--- src/rv_core_pkg.sv ---
`default_nettype none

package rv_core_pkg;

	// --------------------------------------------------
	// widths and sizes
	// --------------------------------------------------

	// data word
	localparam int XLEN = 32;
	// register index
	localparam int REG_AW = 5;
	// pc is a word address into instruction memory
	localparam int PC_W = 8;
	localparam int IMEM_DEPTH = 256;

	// major opcodes handled by the core
	localparam logic [6:0] OPC_OP = 7'b0110011;
	localparam logic [6:0] OPC_OP_IMM = 7'b0010011;

	typedef logic [XLEN-1:0] word_t;
	typedef logic [REG_AW-1:0] reg_idx_t;
	typedef logic [PC_W-1:0] pc_t;

	// --------------------------------------------------
	// alu operations
	// --------------------------------------------------
	typedef enum logic [3:0] {
		alu_add,
		alu_sub,
		alu_sll,
		alu_slt,
		alu_sltu,
		alu_xor,
		alu_srl,
		alu_sra,
		alu_or,
		alu_and
	} alu_op_e;

	// --------------------------------------------------
	// instruction formats
	// --------------------------------------------------

	// register-register layout
	typedef struct packed {
		logic [6:0] funct7;
		reg_idx_t rs2;
		reg_idx_t rs1;
		logic [2:0] funct3;
		reg_idx_t rd;
		logic [6:0] opcode;
	} r_fmt_t;

	// register-immediate layout, imm12 overlays funct7 and rs2
	typedef struct packed {
		logic [11:0] imm12;
		reg_idx_t rs1;
		logic [2:0] funct3;
		reg_idx_t rd;
		logic [6:0] opcode;
	} i_fmt_t;

	// same 32 bits, two views
	typedef union packed {
		r_fmt_t r;
		i_fmt_t i;
	} instr_u;

	// decoded instruction, held from decode through writeback
	typedef struct packed {
		logic valid;
		logic use_imm;
		alu_op_e op;
		reg_idx_t rd;
		reg_idx_t rs1;
		reg_idx_t rs2;
		word_t imm;
	} dec_op_t;

	// one register file write
	typedef struct packed {
		logic en;
		reg_idx_t addr;
		word_t data;
	} rf_wr_t;

endpackage

`default_nettype wire
--- src/reg_file.sv ---
`timescale 1ns/1ns
`default_nettype none

// x1..x31 in flops, x0 reads as zero
module reg_file (
	input wire logic clk,
	input wire logic rst,
	// operand read ports
	input rv_core_pkg::reg_idx_t rs1,
	input rv_core_pkg::reg_idx_t rs2,
	output rv_core_pkg::word_t rs1_data,
	output rv_core_pkg::word_t rs2_data,
	// writeback
	input rv_core_pkg::rf_wr_t wr,
	// debug read port
	input rv_core_pkg::reg_idx_t dbg_addr,
	output rv_core_pkg::word_t dbg_data
);

	// no storage behind x0
	rv_core_pkg::word_t regs [1:31];

	// --------------------------------------------------
	// write port
	// --------------------------------------------------
	always_ff @(posedge clk or negedge rst)
	begin
		if (!rst)
		begin
			for (int i = 1; i < 32; i++)
			begin
				regs[i] <= '0;
			end
		end
		else if (wr.en && (wr.addr != '0))
		begin
			// x0 writes never get this far
			regs[wr.addr] <= wr.data;
		end
	end

	// combinational reads, zero for x0
	assign rs1_data = (rs1 == '0) ? '0 : regs[rs1];
	assign rs2_data = (rs2 == '0) ? '0 : regs[rs2];
	assign dbg_data = (dbg_addr == '0) ? '0 : regs[dbg_addr];

endmodule

`default_nettype wire

--- config.mk ---
export PLATFORM = sky130hd
export DESIGN_NAME = reg_file
export DESIGN_NICKNAME = d
export VERILOG_FILES = /design/src/rv_core_pkg.sv /design/src/reg_file.sv
export SDC_FILE = /design/constraint.sdc
export NUM_CORES = 2
export LEC_CHECK = 0
export BUFFER_PORTS_ARGS = -buffer_cell sky130_fd_sc_hd__buf_2
export CORE_ASPECT_RATIO = 0.9
export CORE_MARGIN = 3
export CORE_UTILIZATION = 37
export CTS_CLUSTER_DIAMETER = 60
export DETAILED_ROUTE_END_ITERATION = 16
export PLACE_DENSITY = 0.57
export SYNTH_ARGS = -nofsm -noshare
export SYNTH_HDL_FRONTEND = slang
export SYNTH_SLANG_ARGS = --single-unit
--- constraint.sdc ---
create_clock -name clk -period 6.4 [get_ports clk]
set_input_delay 1.28 -clock clk [delete_from_list [all_inputs] [get_ports clk]]
set_output_delay 1.28 -clock clk [all_outputs]
set_load 0.01 [all_outputs]
==> run metrics <==
status finished, final reports clean; Critical Path AT 4.19 ns; largest registers regs x992; residual DRC count 0; fin nets 4609; slack of the worst reg-to-reg path 5.57 ns; fin crit share 0.854; RSZ-0062 raised after global routing false; minimum clock period 5.47 ns; Crit path buffers/inverters 3; TritonCTS Buffers ~120; Via Count 44.4k; Mapped Cells 4648; Achievable Freq 0.183 GHz; cell chosen for the clock root clkbuf_16; setup TNS 0 ns; pwr/cell area 306 nW/um^2; Initial Utilization 0.374; Synth warnings 0; CP max stage cell mux4_2; ys flop type dfrtp_1; Die Y 393 um; vias per inst 6.45; Reg with most FFs regs; Syn Nets 4703; max reg flops 992; MaxCap Viol Count 0; area grow syn2layout 11.5%; Post-DRT Antenna Nets 0; Starting DRT DRC Count 4852; #FFs+latches synth approximately 1000; Max-slew headroom 0.112; IO Count 151; Final GP Congestion 0.855; fraction of layout cells with a size suffix above 1 0.482; fraction of registers with async set/reset 1.00; Netlist cell types 40; Critical Path RT 5.12 ns; CTS tree yes; post-CTS sizing 0; critical-path cell list buf_8, buf_12, mux4_2, mux2i_1, o32a_1, o221ai_1, buf_2; Post-Route WL 230000 um; commonest non-fill, non-tap cell in the layout mux2_2; post-synthesis sequential area ratio 0.402; syn avg cell area 13.3 sq um; Syn Std Cell Area 61700 sq um; worst slew pin tran 1.33 ns; critical path class in -> out; # Post-CTS Setup Buffers 0; first-pass GRT wire length 333000 um; DP Wirelength 133000 um; RR Startpoint regs[399]$_DFFE_PN0P_; Die Width 436 um; H-tree depth 3; placed instance area 64600 sq um; CORE AREA about 160000 sq um; row cnt 141; post-route cell area 68800 sq um; number of synthesized flops with an enable pin 0; vias in the first global route between 40k and 50k; critical path startpoint category primary input; Buffers on Ports 150; CTS Hold Buffers Added 0; worst vdd ir 0.000244 V; filler instances 15.3k; Lkg Pwr 0.0290 uW; final slew viol count 0; initial antenna violation count 16; Worst Hold Class reg -> reg; Clk pin slew, worst setup/hold paths 0.06 ns; die area around 170000 sq um; WHS Path Cells 1; Setup Skew 0 ns; pin count of the biggest net entering global routing 153; hold_sp regs[821]$_DFFE_PN0P_; most frequent cells in the layout 1107 x mux2_2, 992 x dfrtp_1, 585 x mux4_2; # setup viols final 0; RR Endpoint regs[399]$_DFFE_PN0P_; Final Hold Fails 0; WL per Instance 33.4 um; CP top delay family buffers and inverters; global route overflow 0; Max Buffers Root-to-Sink 3; CP peak stage delay 0.57 ns; worst hold endpoint regs[821]$_DFFE_PN0P_; gr usage total 0.264; Clock Latency Late Sink 0.76 ns; Worst Reg-to-Reg Cells 1; nature of the critical path endpoint output port; Max Fanout on Critical Path 58; Sink Count 992; drt pass-1 iters 5
-- metal layers --
metal,global-route usage,part of all wire
met1,0.360,0.41
met2,0.400,0.45
met3,0.0488,0.079
met4,0.140,0.058
met5,0,0.00016
-- report_power, final --
part	internal, uW	switching, uW
clock network	4190	2970
logic	2910	2230
registers	7510	1210
total	14600	6410
-- cells in the mapped netlist, types with 2 or more instances --
| cell type | instances | area (sq um) |
|---|---|---|
| a211oi_1 | 3 | 22.5 |
| o22ai_1 | 7 | 43.8 |
| and3_1 | 6 | 37.5 |
| nand2_1 | 346 | 1300 |
| nor3_1 | 69 | 345 |
| o21ai_0 | 79 | 395 |
| o32ai_1 | 7 | 61.3 |
| a311oi_1 | 5 | 43.8 |
| mux2_2 | 1107 | 12500 |
| buf_8 | 2 | 30.0 |
| buf_2 | 134 | 671 |
| a21oi_1 | 195 | 976 |
| clkinv_1 | 2 | 7.51 |
| mux4_2 | 585 | 13200 |
| o211ai_1 | 69 | 518 |
| a221oi_1 | 90 | 788 |
| buf_4 | 51 | 383 |
| o32a_1 | 15 | 150 |
| nand3_1 | 69 | 345 |
| nor2b_1 | 101 | 632 |
| clkbuf_1 | 219 | 822 |
| a22oi_1 | 24 | 180 |
| nor2_1 | 97 | 364 |
| mux4_1 | 6 | 158 |
| a32oi_1 | 2 | 17.5 |
| nor3b_1 | 4 | 30.0 |
| mux2i_1 | 215 | 2150 |
| a31oi_1 | 10 | 62.6 |
| and2_0 | 2 | 12.5 |
| buf_6 | 7 | 78.8 |
| nand3b_1 | 6 | 45.0 |
| buf_1 | 99 | 372 |
| nand2b_1 | 3 | 18.8 |
| o221ai_1 | 15 | 131 |
| dfrtp_1 | 992 | 24800 |
-- worst max path at each step --
stage          startpoint      endpoint  slack (ns)  depth (start not counted)
6_report           rs1[0]  rs1_data[29]        0.93                          7
3_5_place_dp       rs1[0]  rs1_data[29]        0.89                          7
5_1_grt            rs1[0]  rs1_data[29]        0.83                          7
3_3_place_gp       rs1[0]  rs1_data[29]        0.87                          7
2_1_floorplan      rs2[0]  rs2_data[15]        2.32                          8
4_1_cts            rs1[0]  rs1_data[29]        0.88                          7
-- cell families (layout without fill, tap and decap cells) --
| kind of cell | count (synthesis) | in the layout | synth area share |
|---|---|---|---|
| muxes | 1913 | 1913 | 0.453 |
| AOI/OAI and AO/OA | 521 | 521 | 0.0550 |
| other | 0 | 12 | 0 |
| DFF | 992 | 992 | 0.402 |
| and+or+nand+nor | 708 | 708 | 0.0513 |
| buffers and inverters | 514 | 524 | 0.0383 |
-- per-stage QoR --
step                hold slack [ns]  total power [uW]  setup slack [ns]  utilization  cells
floorplan                     0.505             12200              2.32            -   4648
global placement              0.521             13700             0.865        0.392   6647
detailed placement            0.530             13900             0.890        0.392   6647
CTS                           0.544             21100             0.875        0.417   6874
global route                  0.560             21900             0.826        0.417   6879
finish                        0.543             21000             0.931        0.417   6886
-- cell type report --
cell class	count	area, sq um	area share
well taps	2216	2770	0.0403
clock buffers	168	3530	0.0514
diodes	12	30.0	0.000436
clock inverters	59	639	0.00929
inverters	2	12.5	0.000182
repair buffers	295	2230	0.0325
flip-flops and latches	992	24800	0.361
multi-input cells	3142	34800	0.505
No activity file was read; power rests on OpenSTA's default activity.
