==> src/rv_core_pkg.sv <==
`default_nettype none

package rv_core_pkg;

	// --------------------------------------------------
	// widths and sizes
	// --------------------------------------------------

	// data word
	localparam int XLEN = 32;
	// register index
	localparam int REG_AW = 5;
	// pc is a word address into instruction memory
	localparam int PC_W = 8;
	localparam int IMEM_DEPTH = 256;

	// major opcodes handled by the core
	localparam logic [6:0] OPC_OP = 7'b0110011;
	localparam logic [6:0] OPC_OP_IMM = 7'b0010011;

	typedef logic [XLEN-1:0] word_t;
	typedef logic [REG_AW-1:0] reg_idx_t;
	typedef logic [PC_W-1:0] pc_t;

	// --------------------------------------------------
	// alu operations
	// --------------------------------------------------
	typedef enum logic [3:0] {
		alu_add,
		alu_sub,
		alu_sll,
		alu_slt,
		alu_sltu,
		alu_xor,
		alu_srl,
		alu_sra,
		alu_or,
		alu_and
	} alu_op_e;

	// --------------------------------------------------
	// instruction formats
	// --------------------------------------------------

	// register-register layout
	typedef struct packed {
		logic [6:0] funct7;
		reg_idx_t rs2;
		reg_idx_t rs1;
		logic [2:0] funct3;
		reg_idx_t rd;
		logic [6:0] opcode;
	} r_fmt_t;

	// register-immediate layout, imm12 overlays funct7 and rs2
	typedef struct packed {
		logic [11:0] imm12;
		reg_idx_t rs1;
		logic [2:0] funct3;
		reg_idx_t rd;
		logic [6:0] opcode;
	} i_fmt_t;

	// same 32 bits, two views
	typedef union packed {
		r_fmt_t r;
		i_fmt_t i;
	} instr_u;

	// decoded instruction, held from decode through writeback
	typedef struct packed {
		logic valid;
		logic use_imm;
		alu_op_e op;
		reg_idx_t rd;
		reg_idx_t rs1;
		reg_idx_t rs2;
		word_t imm;
	} dec_op_t;

	// one register file write
	typedef struct packed {
		logic en;
		reg_idx_t addr;
		word_t data;
	} rf_wr_t;

endpackage

`default_nettype wire
==> src/core_ctrl.sv <==
`timescale 1ns/1ns
`default_nettype none

// multicycle sequencer, 6 cycles per instruction
module core_ctrl (
	input wire logic clk,
	input wire logic rst,
	input wire logic start,
	output logic done,
	output rv_core_pkg::pc_t pc,
	// instruction memory
	output rv_core_pkg::pc_t imem_addr,
	input rv_core_pkg::word_t imem_data,
	// register file
	output rv_core_pkg::reg_idx_t rs1,
	output rv_core_pkg::reg_idx_t rs2,
	input rv_core_pkg::word_t rs1_data,
	input rv_core_pkg::word_t rs2_data,
	// alu
	output rv_core_pkg::alu_op_e alu_op,
	output rv_core_pkg::word_t alu_a,
	output rv_core_pkg::word_t alu_b,
	input rv_core_pkg::word_t alu_y,
	output rv_core_pkg::rf_wr_t wr
);

	typedef enum logic [2:0] {
		st_idle, st_fetch, st_load, st_decode,
		st_operand, st_execute, st_writeback, st_halt
	} state_e;

	state_e state;
	state_e state_next;
	rv_core_pkg::instr_u instr;
	rv_core_pkg::dec_op_t dec;
	rv_core_pkg::dec_op_t dec_next;
	rv_core_pkg::word_t op_a;
	rv_core_pkg::word_t op_b;
	logic halt_hit;

	// funct3 to alu op, alt picks sub or sra
	function automatic rv_core_pkg::alu_op_e alu_sel(input logic [2:0] funct3, input logic alt);
		rv_core_pkg::alu_op_e sel;
		case (funct3)
			3'b000: sel = alt ? rv_core_pkg::alu_sub : rv_core_pkg::alu_add;
			3'b001: sel = rv_core_pkg::alu_sll;
			3'b010: sel = rv_core_pkg::alu_slt;
			3'b011: sel = rv_core_pkg::alu_sltu;
			3'b100: sel = rv_core_pkg::alu_xor;
			3'b101: sel = alt ? rv_core_pkg::alu_sra : rv_core_pkg::alu_srl;
			3'b110: sel = rv_core_pkg::alu_or;
			default: sel = rv_core_pkg::alu_and;
		endcase
		return sel;
	endfunction

	// --------------------------------------------------
	// decode
	// --------------------------------------------------
	always_comb
	begin
		dec_next = '0;
		dec_next.rd = instr.r.rd;
		dec_next.rs1 = instr.r.rs1;
		dec_next.rs2 = instr.r.rs2;
		// 12-bit immediate, sign extended
		dec_next.imm = {{(rv_core_pkg::XLEN-12){instr.i.imm12[11]}}, instr.i.imm12};
		if (instr.r.opcode == rv_core_pkg::OPC_OP)
		begin
			dec_next.valid = 1'b1;
			dec_next.op = alu_sel(instr.r.funct3, instr.r.funct7[5]);
		end
		else if (instr.i.opcode == rv_core_pkg::OPC_OP_IMM)
		begin
			dec_next.valid = 1'b1;
			dec_next.use_imm = 1'b1;
			// addi has no sub form, only srai uses the alt bit
			dec_next.op = alu_sel(instr.i.funct3,
				(instr.i.funct3 == 3'b101) && instr.i.imm12[10]);
		end
	end

	// zero word ends the program
	assign halt_hit = (state == st_decode) && (instr == '0);

	always_comb
	begin
		state_next = state;
		case (state)
			st_idle: if (start) state_next = st_fetch;
			st_fetch: state_next = st_load;
			st_load: state_next = st_decode;
			st_decode: state_next = halt_hit ? st_halt : st_operand;
			st_operand: state_next = st_execute;
			st_execute: state_next = st_writeback;
			st_writeback: state_next = st_fetch;
			st_halt: state_next = st_halt;
		endcase
	end

	// --------------------------------------------------
	// control state
	// --------------------------------------------------
	always_ff @(posedge clk or negedge rst)
	begin
		if (!rst)
		begin
			state <= st_idle;
			pc <= '0;
			done <= 1'b0;
			wr <= '0;
		end
		else
		begin
			state <= state_next;
			if (halt_hit)
				done <= 1'b1;
			// result lands in the write bundle, en only for known opcodes
			if (state == st_execute)
			begin
				wr.en <= dec.valid;
				wr.addr <= dec.rd;
				wr.data <= alu_y;
			end
			// write and pc step share the edge leaving writeback
			if (state == st_writeback)
			begin
				wr.en <= 1'b0;
				pc <= pc + 1'b1;
			end
		end
	end

	// datapath registers
	always_ff @(posedge clk)
	begin
		if (state == st_load)
			instr <= imem_data;
		if (state == st_decode)
			dec <= dec_next;
		if (state == st_operand)
		begin
			op_a <= rs1_data;
			op_b <= dec.use_imm ? dec.imm : rs2_data;
		end
	end

	assign imem_addr = pc;
	assign rs1 = dec.rs1;
	assign rs2 = dec.rs2;
	assign alu_op = dec.op;
	assign alu_a = op_a;
	assign alu_b = op_b;

endmodule

`default_nettype wire

==> config.mk <==
export PLATFORM = sky130hd
export DESIGN_NAME = core_ctrl
export DESIGN_NICKNAME = d
export VERILOG_FILES = /design/src/rv_core_pkg.sv /design/src/core_ctrl.sv
export SDC_FILE = /design/constraint.sdc
export NUM_CORES = 1
export LEC_CHECK = 0
export BUFFER_PORTS_ARGS = -buffer_cell sky130_fd_sc_hd__buf_2
export CORE_UTILIZATION = 30
export DETAILED_ROUTE_END_ITERATION = 12
export GPL_ROUTABILITY_DRIVEN = 0
export SYNTH_ARGS = -nofsm -noshare
export SYNTH_HDL_FRONTEND = slang
export SYNTH_SLANG_ARGS = --single-unit
==> constraint.sdc <==
create_clock -name clk -period 7.8 [get_ports clk]
set_clock_uncertainty 0.2 [all_clocks]
set_input_delay 1.17 -clock clk [delete_from_list [all_inputs] [get_ports clk]]
set_output_delay 1.17 -clock clk [all_outputs]
set_load 0.02 [all_outputs]
==> results_dict.tcl <==
set metrics [dict create \
    outcome "completed" \
    path_class "reg2out" \
    clk_latency_ns 0.42 \
    seq_power_share 0.461 \
    clockRootBuffer "clkbuf_16" \
    seq_area_um2 4970 \
    hold_buffers 0 \
    clock_sinks 174 \
    p_sw_w 0.00107 \
    yosysTopAreaCell "edfxtp_1" \
    htree_levels 4 \
    cap_violations 0 \
    crit_slowest_cell "dfrtp_1" \
    dp_hpwl_um 10100 \
    grt_pass1_vias 4103 \
    peakVddDrop_mv 0.161 \
    cp.required_ns 6.43 \
    grt_max_degree 65 \
    cpLargestDelayFamily "flip-flops" \
    drc_errors 0 \
    hold_class "reg2reg" \
    netlist_instances 360 \
    die_x_um 148 \
    clk_pin_slew_ns 0.07 \
    postCtsSetupBuffers 0 \
    worstSetupEndpointType "output pin" \
    cp_num_buf_inv 1 \
    synth_nets 492 \
    ant_nets 0 \
    worstSetupStartpointType "flop" \
    tritoncts "yes" \
    dr.pass1.iters 4 \
    crit_fanout 7 \
    syn-cell-area_um2 6350 \
    cts_buffers 17 \
    setup_tns_ns 0 \
    first_iter_violations 164 \
    slowest_delay_ns 0.46 \
    wl_per_cell_um 15.2 \
    portBuffers 263 \
    seq_area_frac_synth 0.783 \
    drv_slew 0 \
    synth_warnings 0 \
    finalPower_w 0.00321 \
    post-route-min-period_ns 2.45 \
    comb_power_share 0.271 \
    relSlewSlack 0.301 \
    arrival_ns 1.08 \
    crit_chain "buf_2" \
    antenna_found_initial 0 \
    multi_input_area_um2 1050 \
    tightest_slew_ns 1.05 \
    fin_crit_sh 0.314 \
    clock.fmax_mhz 408 \
    vias 3818 \
    ys_types 32 \
    power_frac_clock 0.268 \
    hold_violations 0 \
    viasPerCell 4.27 \
    die-area_um2 21800 \
    core_um2 20500 \
    setup_violations 0 \
    grt-ovfl-total 0 \
    intPower_w 0.00214 \
    drive_gt1_frac 0.565 \
    fillers 1931 \
    synth.area.top_cells "edfxtp_1, dfrtp_1, mux2_2" \
    final_nets 744 \
    grtUsageTotal 0.128 \
    ys_ff_latch 174 \
    cts_buffer_depth 2 \
    syn_to_final_growth_pct 32.2 \
    final_util 0.410 \
    rows 52 \
    leakage_nw 3.60 \
    syn_avg_cell_area_um2 17.6 \
    routed_wl_um 13600 \
    chipHeight_um 148 \
    io_pins 264 \
    cts_resized 0 \
    initial_utilization 0.310 \
    switching_share 0.333 \
    rsz0062_at_grt "no" \
    p_per_area_nw_per_um2 383 \
    reg2reg_slack_ns 5.48 \
    synth_top_area_frac 0.586 \
    grt_pass1_wl_um 21100 \
    antenna_cells 0 \
]
-- layer usage --
layer | vias to the layer above | routed length, µm | global-route usage
met5 | - | 0 | 0
met4 | 0 | 167 | 0.0490
met3 | 12 | 1130 | 0.0488
met2 | 162 | 7080 | 0.224
met1 | 1848 | 5190 | 0.140
li1 | 1796 | - | -
-- power by group through the flow --
| stage | Sequential (W) | Clock [W] | Combinational (W) |
|---|---|---|---|
| final | 0.00148 | 0.000861 | 0.000872 |
| after global routing | 0.00152 | 0.000928 | 0.000942 |
| after CTS | 0.00149 | 0.000888 | 0.000891 |
| after detailed placement | 0.00150 | 0 | 0.000888 |
| after global placement | 0.00149 | 0 | 0.000865 |
| after floorplan | 0.00168 | 0 | 0.000422 |
-- metrics by stage --
stage               instances  area, µm²  hold slack [ns]  worst slack, ns
detailed placement        863       7790            0.238             5.47
finish                    895       8390            0.254             5.35
global placement          863       7790            0.233             5.59
CTS                       895       8390            0.255             5.32
global route              895       8390            0.259             5.26
floorplan                 360       6350            0.227             2.17
-- sequential cells by signal, indices dropped and copies added, names as in the netlist --
register,count
alu_a,32
alu_b,32
alu_op,4
dec,15
done,1
imem_addr,8
instr,32
rs1,5
rs2,4
state,3
wr,38
-- layout make-up --
class | count | share of cell area
Timing Repair Buffer | 267 | 0.160
Clock buffer | 18 | 0.0511
Inverter | 23 | 0.0103
Sequential cell | 174 | 0.593
Multi-Input combinational cell | 129 | 0.125
Clock inverter | 14 | 0.0206
Tap cell | 270 | 0.0403
-- cell usage in the layout, fill, tap and decap left out, drive strengths merged, types with 2 or more instances in the layout --
| cell type | n |
|---|---|
| clkinv | 3 |
| bufinv | 2 |
| edfxtp | 124 |
| and3b | 2 |
| inv | 31 |
| nor4 | 6 |
| nand2 | 6 |
| mux2 | 50 |
| nor2 | 8 |
| buf | 267 |
| mux2i | 2 |
| nor3 | 3 |
| nand4 | 5 |
| nand3 | 4 |
| o21ai | 25 |
| dfrtp | 50 |
| xnor2 | 6 |
| clkbuf | 18 |
-- Yosys cell counts --
cell and count:
edfxtp_1 124, dfrtp_1 50, mux2_2 50, o21ai_0 25
buf_4 23, inv_1 23, nor2_1 8, nand2_1 6
nor4_1 6, xnor2_1 6, buf_6 5, nand4_1 5
clkbuf_1 4, nand3_1 3, nor3_1 3, buf_2 2
mux2i_1 2, a211o_1 1, a211oi_1 1, a21oi_1 1
a31oi_1 1, and3_1 1, and3b_1 1, and3b_2 1
and4_4 1, ha_1 1, nand3_2 1, nand3b_1 1
nor3b_1 1, or2b_1 1, or3_1 1, xor2_1 1
-- kinds of logic (layout without fill, tap and decap cells) --
group                      after synthesis  after routing  share of synthesized area
buffers and inverters                   57            322                     0.0536
and+or+nand+nor                         40             40                     0.0357
DFF                                    174            174                      0.783
xor gates and xnor gates                 7              7                    0.00965
adders and majority gates                1              1                    0.00197
AOI/OAI and AO/OA                       29             29                     0.0240
muxes                                   52             52                     0.0918
-- final timing paths --
kind                                   start        end  cells past startpoint
worst min register to register     instr[18]     rs1[3]                      0
min in group asynchronous                rst      wr[4]                      2
worst max-delay path            imem_addr[0]      pc[0]                      1
worst min-delay path               instr[18]     rs1[3]                      0
max in group asynchronous                rst     wr[19]                      2
worst max register to register       dec[51]  alu_b[31]                      2
Power figures use the tool's default switching activity.
