$ cat src/rv_core_pkg.sv
`default_nettype none

package rv_core_pkg;

	// --------------------------------------------------
	// widths and sizes
	// --------------------------------------------------

	// data word
	localparam int XLEN = 32;
	// register index
	localparam int REG_AW = 5;
	// pc is a word address into instruction memory
	localparam int PC_W = 8;
	localparam int IMEM_DEPTH = 256;

	// major opcodes handled by the core
	localparam logic [6:0] OPC_OP = 7'b0110011;
	localparam logic [6:0] OPC_OP_IMM = 7'b0010011;

	typedef logic [XLEN-1:0] word_t;
	typedef logic [REG_AW-1:0] reg_idx_t;
	typedef logic [PC_W-1:0] pc_t;

	// --------------------------------------------------
	// alu operations
	// --------------------------------------------------
	typedef enum logic [3:0] {
		alu_add,
		alu_sub,
		alu_sll,
		alu_slt,
		alu_sltu,
		alu_xor,
		alu_srl,
		alu_sra,
		alu_or,
		alu_and
	} alu_op_e;

	// --------------------------------------------------
	// instruction formats
	// --------------------------------------------------

	// register-register layout
	typedef struct packed {
		logic [6:0] funct7;
		reg_idx_t rs2;
		reg_idx_t rs1;
		logic [2:0] funct3;
		reg_idx_t rd;
		logic [6:0] opcode;
	} r_fmt_t;

	// register-immediate layout, imm12 overlays funct7 and rs2
	typedef struct packed {
		logic [11:0] imm12;
		reg_idx_t rs1;
		logic [2:0] funct3;
		reg_idx_t rd;
		logic [6:0] opcode;
	} i_fmt_t;

	// same 32 bits, two views
	typedef union packed {
		r_fmt_t r;
		i_fmt_t i;
	} instr_u;

	// decoded instruction, held from decode through writeback
	typedef struct packed {
		logic valid;
		logic use_imm;
		alu_op_e op;
		reg_idx_t rd;
		reg_idx_t rs1;
		reg_idx_t rs2;
		word_t imm;
	} dec_op_t;

	// one register file write
	typedef struct packed {
		logic en;
		reg_idx_t addr;
		word_t data;
	} rf_wr_t;

endpackage

`default_nettype wire
$ cat src/alu.sv
`timescale 1ns/1ns
`default_nettype none

// integer alu for op and op-imm
module alu (
	input rv_core_pkg::alu_op_e op,
	input rv_core_pkg::word_t a,
	input rv_core_pkg::word_t b,
	output rv_core_pkg::word_t y
);

	// shift amount from low bits of b
	logic [4:0] shamt;
	// compare results
	logic lt_s;
	logic lt_u;

	assign shamt = b[4:0];
	assign lt_s = $signed(a) < $signed(b);
	assign lt_u = a < b;

	// --------------------------------------------------
	// result select
	// --------------------------------------------------
	always_comb
	begin
		case (op)
			rv_core_pkg::alu_add:
				y = a + b;
			// wraps on underflow
			rv_core_pkg::alu_sub:
				y = a - b;
			rv_core_pkg::alu_sll:
				y = a << shamt;
			rv_core_pkg::alu_slt:
				y = {{(rv_core_pkg::XLEN-1){1'b0}}, lt_s};
			rv_core_pkg::alu_sltu:
				y = {{(rv_core_pkg::XLEN-1){1'b0}}, lt_u};
			rv_core_pkg::alu_xor:
				y = a ^ b;
			rv_core_pkg::alu_srl:
				y = a >> shamt;
			// arithmetic, sign bit fills from the left
			rv_core_pkg::alu_sra:
				y = $signed(a) >>> shamt;
			rv_core_pkg::alu_or:
				y = a | b;
			rv_core_pkg::alu_and:
				y = a & b;
			default:
				y = '0;
		endcase
	end

endmodule

`default_nettype wire

$ cat config.mk
export PLATFORM = sky130hd
export DESIGN_NAME = alu
export DESIGN_NICKNAME = d
export VERILOG_FILES = /design/src/rv_core_pkg.sv /design/src/alu.sv
export SDC_FILE = /design/constraint.sdc
export NUM_CORES = 1
export LEC_CHECK = 0
export ABC_AREA = 1
export BUFFER_PORTS_ARGS = -buffer_cell sky130_fd_sc_hd__buf_2
export CAP_MARGIN = 20
export CORE_MARGIN = 2
export CORE_UTILIZATION = 60
export DETAILED_ROUTE_END_ITERATION = 6
export PLACE_DENSITY_LB_ADDON = 0.08
export SLEW_MARGIN = 15
export SYNTH_ARGS = -nofsm -noshare
export SYNTH_HDL_FRONTEND = slang
export SYNTH_SLANG_ARGS = --single-unit
$ cat constraint.sdc
create_clock -name vclk -period 5.11
set_input_delay 0.7665 -clock vclk [all_inputs]
set_output_delay 0.7665 -clock vclk [all_outputs]
set_load 0.05 [all_outputs]
==> run_results.csv, run 1 <==
group,metric,value,unit
status,status,"finished clean",
worst_setup_path,worstSetupPathType,"in -> out",
logic_synthesis,synth.area.top_cells,"nand2_1 26%, nand3_1 19%, ha_1 12%, inv_1 11%, nor2_1 6.2%",
worst_setup_path,start_kind,"primary input",
power,leakage,6.10,nW
logic_synthesis,yosysTopAreaCellShare,26.1,%
timing,setup_tns,0,ns
finish,num-nets-final,2260,
logic_synthesis,yosysTopAreaCell,"nand2_1",
floorplan,num_rows,47,
grt,grt_pass1_vias,13100,
detailed_routing,routed-via-count,14600,
detailed_routing,routed_wl,46100,µm
min_path,min_path_cells,6,
detailed_routing,first_iter_violations,2379,
timing,clock.fmax,0.223,GHz
power,vdd_drop_max,0.0839,mV
timing,rsz0062_at_grt,"no",
worst_setup_path,cp-end-kind,"output port",
timing,slew_headroom,36.1,%
timing,setup_viol,0,
grt,grt_first_pass_wirelength,68800,µm
timing,period_share,87.7,%
grt,antenna_found_initial,2,
timing,period_needed,4.48,ns
power,p_per_area,116,mW/mm²
floorplan,die_area,0.0178,mm²
detailed_routing,drc,0,
finish,clkbuf_count,0,
place,gp_congestion,1.08,
timing,finalHoldViolations,0,
detailed_routing,wl_per_cell,20.0,µm
logic_synthesis,netlist_area,0.0100,mm²
clock_network,cts_hold_buffers,0,
floorplan,io_pins,100,
clock_network,cts_setup_buffers,0,
floorplan,core_area,0.0165,mm²
finish,final_core_util,63.3,%
logic_synthesis,yosys_warnings,0,
clock_network,cts_resized,0,
finish,fin_area,0.0104,mm²
timing,finalMaxSlewViolations,0,
place,io_buffer_count,100,
logic_synthesis,synthDistinctLibCells,47,
detailed_routing,first_pass_iters,6,
worst_setup_path,crit_arrival,3.72,ns
logic_synthesis,syn_inst,2063,
logic_synthesis,synth_nets,2232,
min_path,hp-start,"op[1]",
grt,grt_start_max_net_pins,64,
floorplan,fp.dieH,133,µm
finish,n_antenna_cell,0,
detailed_routing,vias_per_cell,6.31,
floorplan,initial_core_util,61.0,%
finish,register_area,0,µm²
grt,gr-total-overflow,0,
finish,drive_above_1_share,7.08,%
logic_synthesis,synth_seq_area_share,0,%
floorplan,die_w,133,µm
min_path,hold_path_end,"y[0]",
min_path,hold_class,"in -> out",
timing,worst_pin_slew,0.954,ns
timing,hold_slack,2.15,ns
logic_synthesis,avgSynthCellArea,4.87,µm²
place,place_hpwl,37400,µm
grt,track_usage,49.1,%
worst_setup_path,worst_ep_required_time,4.34,ns
detailed_routing,ant_nets,0,
flow_run,cap_violations,0,
worst_setup_path,crit_path_max_fanout,35,
place,place_area,0.0104,mm²
finish,seq_cell_count,0,
power,design_power_total,1.21,mW
finish,area_growth,3.90,%
-- final cells by class --
type	instances	area, µm²
inverter	297	1120
tap	220	275
multi-input combinational	1677	8420
timing repair buffer	115	613
fill	1811	6040
-- how the worst max path moves through the flow --
stage	cells after the start	slack, ns	startpoint	to
2_1_floorplan	15	1.23	b[4]	y[25]
3_3_place_gp	14	0.79	b[0]	y[8]
3_5_place_dp	14	0.80	b[0]	y[8]
4_1_cts	14	0.79	b[0]	y[8]
5_1_grt	14	0.54	b[0]	y[8]
6_report	14	0.63	b[0]	y[16]
-- cell families after synthesis --
kind of cell	share of synthesized area, %
simple gates	56.9
buf+inv	16.1
compound gates	13.8
fa+ha+maj	12.7
xor+xnor	0.262
mux	0.0997
-- worst max-delay path, stage by stage --
cell	delay (ns)
buf_2	0.58
ha_1	0.39
inv_1	0.10
fa_1	0.41
nor2_1	0.12
nor2_1	0.09
o21bai_1	0.40
nand2_1	0.10
nand2_1	0.09
nand2_1	0.05
o21ai_0	0.09
nand2_1	0.08
nand3_1	0.16
buf_2	0.30
-- stage by stage --
stage	setup WS, ns	std cells
6_report	0.626	2309
5_1_grt	0.538	2309
4_1_cts	0.791	2309
3_5_place_dp	0.803	2309
3_3_place_gp	0.789	2309
2_1_floorplan	1.23	2063
-- where the power goes --
| group | switching [mW] | leakage, nW | internal, mW |
|---|---|---|---|
| logic | 0.887 | 6.10 | 0.319 |
| clock network | 0 | 0 | 0 |
| registers | 0 | 0 | 0 |
| total | 0.887 | 6.10 | 0.319 |
-- cells in the mapped netlist, types with 12 or more instances --
master	number
a21oi_1	85
buf_2	48
buf_4	15
clkbuf_1	12
ha_1	99
inv_1	285
nand2_1	698
nand3_1	389
nand4_1	35
nor2_1	165
nor3_1	15
o211ai_1	22
o21ai_0	65
o21bai_1	14
o22ai_1	21
-- metal layers --
metal	global-route usage [%]	share of wire [%]	vias to the layer above
met5	0	0.024	-
met4	29.4	7.9	2
met3	9.25	13	263
met2	77.7	42	1149
met1	62.0	37	6409
li1	-	-	6747
-- cells in the final DEF (no fill, tap or decap), drive strengths merged, types with 3 or more instances in the layout --
cell type  instances
nand2            702
nand3            390
inv              296
nor2             171
buf              115
ha                99
a21oi             86
o21ai             77
nand4             35
o211ai            22
o22ai             21
nor3              16
o21bai            15
and2              11
a221oi             5
o221ai             4
nand3b             4
nor4               3
xor2               3
(Power assumes the default switching activity.)
==> inputs of run 2 (changes only) <==
--- a/config.mk
+++ b/config.mk
@@ -8,8 +8,10 @@
 export ABC_AREA = 1
 export BUFFER_PORTS_ARGS = -buffer_cell sky130_fd_sc_hd__buf_2
 export CAP_MARGIN = 20
+export CELL_PAD_IN_SITES_DETAIL_PLACEMENT = 0
+export CELL_PAD_IN_SITES_GLOBAL_PLACEMENT = 1
 export CORE_MARGIN = 2
-export CORE_UTILIZATION = 60
+export CORE_UTILIZATION = 44
 export DETAILED_ROUTE_END_ITERATION = 6
 export PLACE_DENSITY_LB_ADDON = 0.08
 export SLEW_MARGIN = 15
==> run_results.csv, run 2 (synthesis results as in run 1) <==
group,metric,value,unit
status,status,"finished clean",
clock_network,cts_resized,0,
timing,setup_ws,1.01,ns
power,vdd_drop_max,0.0581,mV
worst_setup_path,worstSetupStartpoint,"b[0]",
finish,fillers,2671,
grt,antenna_found_initial,1,
worst_setup_path,worst_ep_required_time,4.34,ns
finish,drive_above_1_share,7.17,%
floorplan,num_rows,55,
timing,rsz0062_at_grt,"no",
timing,clock.fmax,0.244,GHz
finish,register_area,0,µm²
flow_run,cap_violations,0,
worst_setup_path,start_kind,"primary input",
timing,setup_tns,0,ns
clock_network,cts_hold_buffers,0,
finish,clkbuf_count,0,
floorplan,io_pins,100,
grt,grt_start_max_net_pins,71,
timing,worst_pin_slew,0.779,ns
detailed_routing,routed_wl,50700,µm
finish,n_antenna_cell,0,
place,gp_congestion,1.04,
grt,track_usage,40.7,%
finish,final_common_cell,"nand2_1",
worst_setup_path,crit_buf_inv,5,
place,place_ws,1.07,ns
detailed_routing,wl_per_cell,21.3,µm
finish,mostFrequentLayoutCells,"698 x nand2_1, 389 x nand3_1, 285 x inv_1",
detailed_routing,vias_per_cell,5.91,
grt,grt_pass1_vias,12500,
place,io_buffer_count,100,
finish,area_growth,4.99,%
grt,grt_first_pass_wirelength,75300,µm
timing,setup_viol,0,
timing,period_share,80.3,%
worst_setup_path,path_delay_family,"simple AND/OR/NAND/NOR gates",
worst_setup_path,critPathMaxStageDelay,0.38,ns
timing,slew_headroom,47.9,%
worst_setup_path,critPathSlowestCell,"fa_1",
detailed_routing,routed-via-count,14100,
worst_setup_path,path_cells,"buf_2, buf_4, ha_1, fa_1, inv_1, nand4_1, nand3_1, nand2_1, nand3_1, nor2_1, o21ai_0, inv_1, nand2_1, buf_2",
place,place_hpwl,41900,µm
clock_network,cts_setup_buffers,0,
min_path,hold_class,"in -> out",
grt,gr-total-overflow,0,
timing,finalMaxSlewViolations,0,
floorplan,die_area,0.0240,mm²
power,leakage,6.12,nW
finish,num-nets-final,2262,
timing,finalHoldViolations,0,
power,p_per_area,116,mW/mm²
floorplan,fp.dieH,155,µm
worst_setup_path,crit_path_max_fanout,34,
floorplan,initial_core_util,44.6,%
worst_setup_path,cp-end-kind,"output port",
worst_setup_path,crit_arrival,3.34,ns
detailed_routing,ant_nets,0,
min_path,hp-start,"op[1]",
detailed_routing,drc,0,
finish,seq_cell_count,0,
finish,multi_input_area,0.00842,mm²
floorplan,core_area,0.0225,mm²
floorplan,die_w,155,µm
timing,period_needed,4.10,ns
worst_setup_path,worstSetupPathType,"in -> out",
detailed_routing,first_pass_iters,7,
detailed_routing,first_iter_violations,1946,
run 2: cell types whose count changed in the layout (fill, tap and decap cells not counted), sizes merged:
cell  before  now
buf      115  117
run 2: layer usage:
metal / share of wire (%) / vias up / GRT usage (%)
li1: - / 6747 / -
met1: 43 / 6282 / 58.5
met2: 41 / 910 / 60.5
met3: 12 / 111 / 6.24
met4: 4.7 / 0 / 15.9
met5: 0 / - / 0
run 2: worst min-delay path, cell delays in order:
cell and delay (ns):
buf_2 0.13, inv_2 0.07, nor3_1 0.06, nand3_1 0.08, nand2_1 0.06, buf_2 0.20
run 2: cell type report:
type / instances / share of cell area (%)
tap: 285 / 3.38
timing repair buffer: 117 / 6.08
multi-input combinational: 1677 / 79.9
inverter: 297 / 10.6
run 2: report_power, final:
group	switching, mW	internal [mW]
Sequential	0	0
Clock	0	0
Combinational	0.904	0.320
run 2: path summary, 6_finish.rpt:
check    end  slack (ns)  depth (start not counted)
max    y[14]        1.01                         14
min     y[0]        2.14                          6
run 2: metrics by stage:
step	power (mW)	instances	area, µm²	utilization (%)	hold slack (ns)
4_1_cts	1.18	2376	10500	46.8	2.13
3_3_place_gp	1.18	2376	10500	46.8	2.13
6_report	1.22	2376	10500	46.8	2.14
2_1_floorplan	0.824	2063	10000	-	1.97
5_1_grt	1.32	2376	10500	46.8	2.19
3_5_place_dp	1.18	2376	10500	46.8	2.13
==> inputs of run 3 (changes only) <==
--- a/config.mk
+++ b/config.mk
@@ -5,7 +5,7 @@
 export SDC_FILE = /design/constraint.sdc
 export NUM_CORES = 1
 export LEC_CHECK = 0
-export ABC_AREA = 1
+export ABC_AREA = 0
 export BUFFER_PORTS_ARGS = -buffer_cell sky130_fd_sc_hd__buf_2
 export CAP_MARGIN = 20
 export CELL_PAD_IN_SITES_DETAIL_PLACEMENT = 0
==> constraint.sdc (replaced) <==
create_clock -name vclk -period 4.2
set_input_delay 0.63 -clock vclk [all_inputs]
set_output_delay 0.63 -clock vclk [all_outputs]
set_load 0.05 [all_outputs]
==> run_results.csv, run 3 <==
group,metric,value,unit
flow_run,cap_violations,0,
logic_synthesis,synth.most_common_cell,"nor2_1",
clock_network,cts_hold_buffers,0,
grt,grt_pass1_vias,10100,
power,p_per_area,158,mW/mm²
timing,period_needed,4.30,ns
detailed_routing,ant_nets,0,
logic_synthesis,synth.area.top_cells,"ha_1 15%, nor2_1 8.6%, o21ai_0 8.3%, a21oi_1 8.0%, mux2i_1 6.7%",
finish,seq_cell_count,0,
logic_synthesis,yosysTopAreaCellShare,15.4,%
detailed_routing,first_iter_violations,1262,
timing,finalHoldViolations,0,
grt,grt_first_pass_wirelength,60700,µm
logic_synthesis,yosysTopAreaCell,"ha_1",
timing,worst_pin_slew,0.735,ns
place,post-place-cells,1705,
grt,grt.busiest_layer,"met2",
detailed_routing,routed-via-count,11100,
worst_setup_path,worstSetupPathType,"in -> out",
finish,area_growth,31.3,%
grt,antenna_found_initial,1,
finish,n_antenna_cell,0,
grt,gr-total-overflow,0,
detailed_routing,drc,0,
power,design_power_total,1.67,mW
place,place_area,0.0100,mm²
finish,num-nets-final,1655,
logic_synthesis,synth_mux_area_share,9.64,%
finish,final_cells,1713,
logic_synthesis,synthTopCellsByCount,"184 x nor2_1, 133 x o21ai_0, 129 x a21oi_1, 104 x nand2_1, 99 x ha_1",
logic_synthesis,synthDistinctLibCells,78,
detailed_routing,wl_per_cell,24.0,µm
logic_synthesis,synth-adder-area-share,15.9,%
timing,slew_headroom,50.7,%
grt,use_met2,59.1,%
logic_synthesis,syn_inst,1287,
logic_synthesis,synth_top_family_by_area,"compound AO/OA/AOI/OAI gates",
timing,clock.fmax,0.233,GHz
worst_setup_path,cp-end-kind,"output port",
floorplan,io_pins,100,
detailed_routing,routed_wl,41000,µm
place,gp_congestion,1.06,
place,io_buffer_count,100,
logic_synthesis,synth_seq_area_share,0,%
logic_synthesis,avgSynthCellArea,6.27,µm²
timing,finalMaxSlewViolations,0,
power,leakage,4.90,nW
finish,fin_area,0.0106,mm²
worst_setup_path,worst_ep_required_time,3.57,ns
grt,grt_util_met1,56.4,%
status,status,"complete, but fails checks",
finish,final_common_cell,"buf_4",
finish,mostFrequentLayoutCells,"194 x buf_4, 181 x nor2_1, 127 x o21ai_0",
logic_synthesis,synth-xor-area-share,2.06,%
power,vdd_drop_max,0.102,mV
grt,met3_usage,10.7,%
grt,grt_start_max_net_pins,71,
timing,period_share,102,%
status,violations,"negative setup slack",
logic_synthesis,netlist_area,0.00806,mm²
place,place_hpwl,32700,µm
worst_setup_path,crit_arrival,3.67,ns
finish,clkbuf_count,0,
timing,setup_viol,3,
logic_synthesis,yosys_warnings,0,
finish,register_area,0,µm²
finish,multi_input_area,0.00780,mm²
floorplan,initial_core_util,44.9,%
floorplan,num_rows,49,
floorplan,fp.dieH,139,µm
logic_synthesis,synth_simple_gate_area_share,23.0,%
min_path,hold_class,"in -> out",
worst_setup_path,crit_path_max_fanout,3,
timing,rsz0062_at_grt,"yes",
grt,track_usage,39.9,%
logic_synthesis,synth_compound_gate_area_share,40.0,%
floorplan,core_area,0.0180,mm²
worst_setup_path,start_kind,"primary input",
detailed_routing,vias_per_cell,6.50,
floorplan,die_area,0.0194,mm²
floorplan,die_w,139,µm
timing,setup_ws,-0.0998,ns
finish,fillers,1841,
detailed_routing,first_pass_iters,6,
finish,drive_above_1_share,27.3,%
logic_synthesis,synth_nets,1456,
[run 3: changes by cell type in the layout (fill, tap and decap cells not counted), sizes merged, moves of 43 or more]
cell   previous run  this run
buf             117       293
nand2           702       105
inv             296        89
mux2i             1        54
o21ai            77       136
nand3           390        25
a21oi            86       129
[run 3: final cells by class]
type / count / share of cell area [%]
Timing Repair Buffer: 297 / 20.2
Multi-Input combinational cell: 1097 / 73.6
Inverter: 90 / 3.49
Tap cell: 229 / 2.71
[run 3: critical path: stages]
cell and delay, ns:
buf_8 0.10, buf_6 0.11, ha_4 0.16, buf_4 0.13, a211o_1 0.32, a211oi_4 0.32, o31a_1 0.20, a21o_1 0.23
a21oi_2 0.10, a221o_1 0.43, o221ai_2 0.25, xnor2_1 0.12, a221o_2 0.39, buf_8 0.16
[run 3: where the power goes]
| group | total (mW) | switching (mW) | internal [mW] |
|---|---|---|---|
| clock | 0 | 0 | 0 |
| combinational | 1.67 | 1.04 | 0.626 |
| sequential | 0 | 0 | 0 |
[run 3: what timing repair did]
item                                    in CTS  in global routing
buffers inserted                             4                  5
pin swaps                                   31                 35
endpoints found under the setup margin      13                 19
resized for setup                           39                 84
[run 3: worst paths after layout]
kind               from  endpoint  slack (ns)  cells past startpoint
setup / recovery   a[0]     y[27]        -0.1                     14
hold / removal    b[30]     y[30]        1.89                      5
[run 3: logic make-up (layout without fill, tap and decap cells)]
| kind of cell | after synthesis | count (layout) |
|---|---|---|
| adders and majority gates | 101 | 101 |
| xor gates and xnor gates | 19 | 19 |
| muxes | 70 | 70 |
| buffers and inverters | 190 | 387 |
| and+or+nand+nor | 415 | 415 |
| AOI/OAI and AO/OA | 492 | 492 |
[run 3: per-layer routing]
metal | vias to the layer above | routed length [µm] | share of wire (%)
met5 | - | 0 | 0
met4 | 0 | 1520 | 3.7
met3 | 97 | 5590 | 14
met2 | 711 | 17200 | 42
met1 | 5223 | 16800 | 41
li1 | 5098 | - | -
[run 3: through the flow]
step	util, %	TNS [ns]	worst slack, ns	hold WS, ns
6_report	59.0	-0.221	-0.0998	1.89
4_1_cts	57.0	-0.242	-0.120	1.90
5_1_grt	59.0	-0.648	-0.155	1.93
3_5_place_dp	55.8	-2.01	-0.395	1.92
2_1_floorplan	-	-1.00	-0.480	1.67
3_3_place_gp	55.8	-1.35	-0.271	1.91
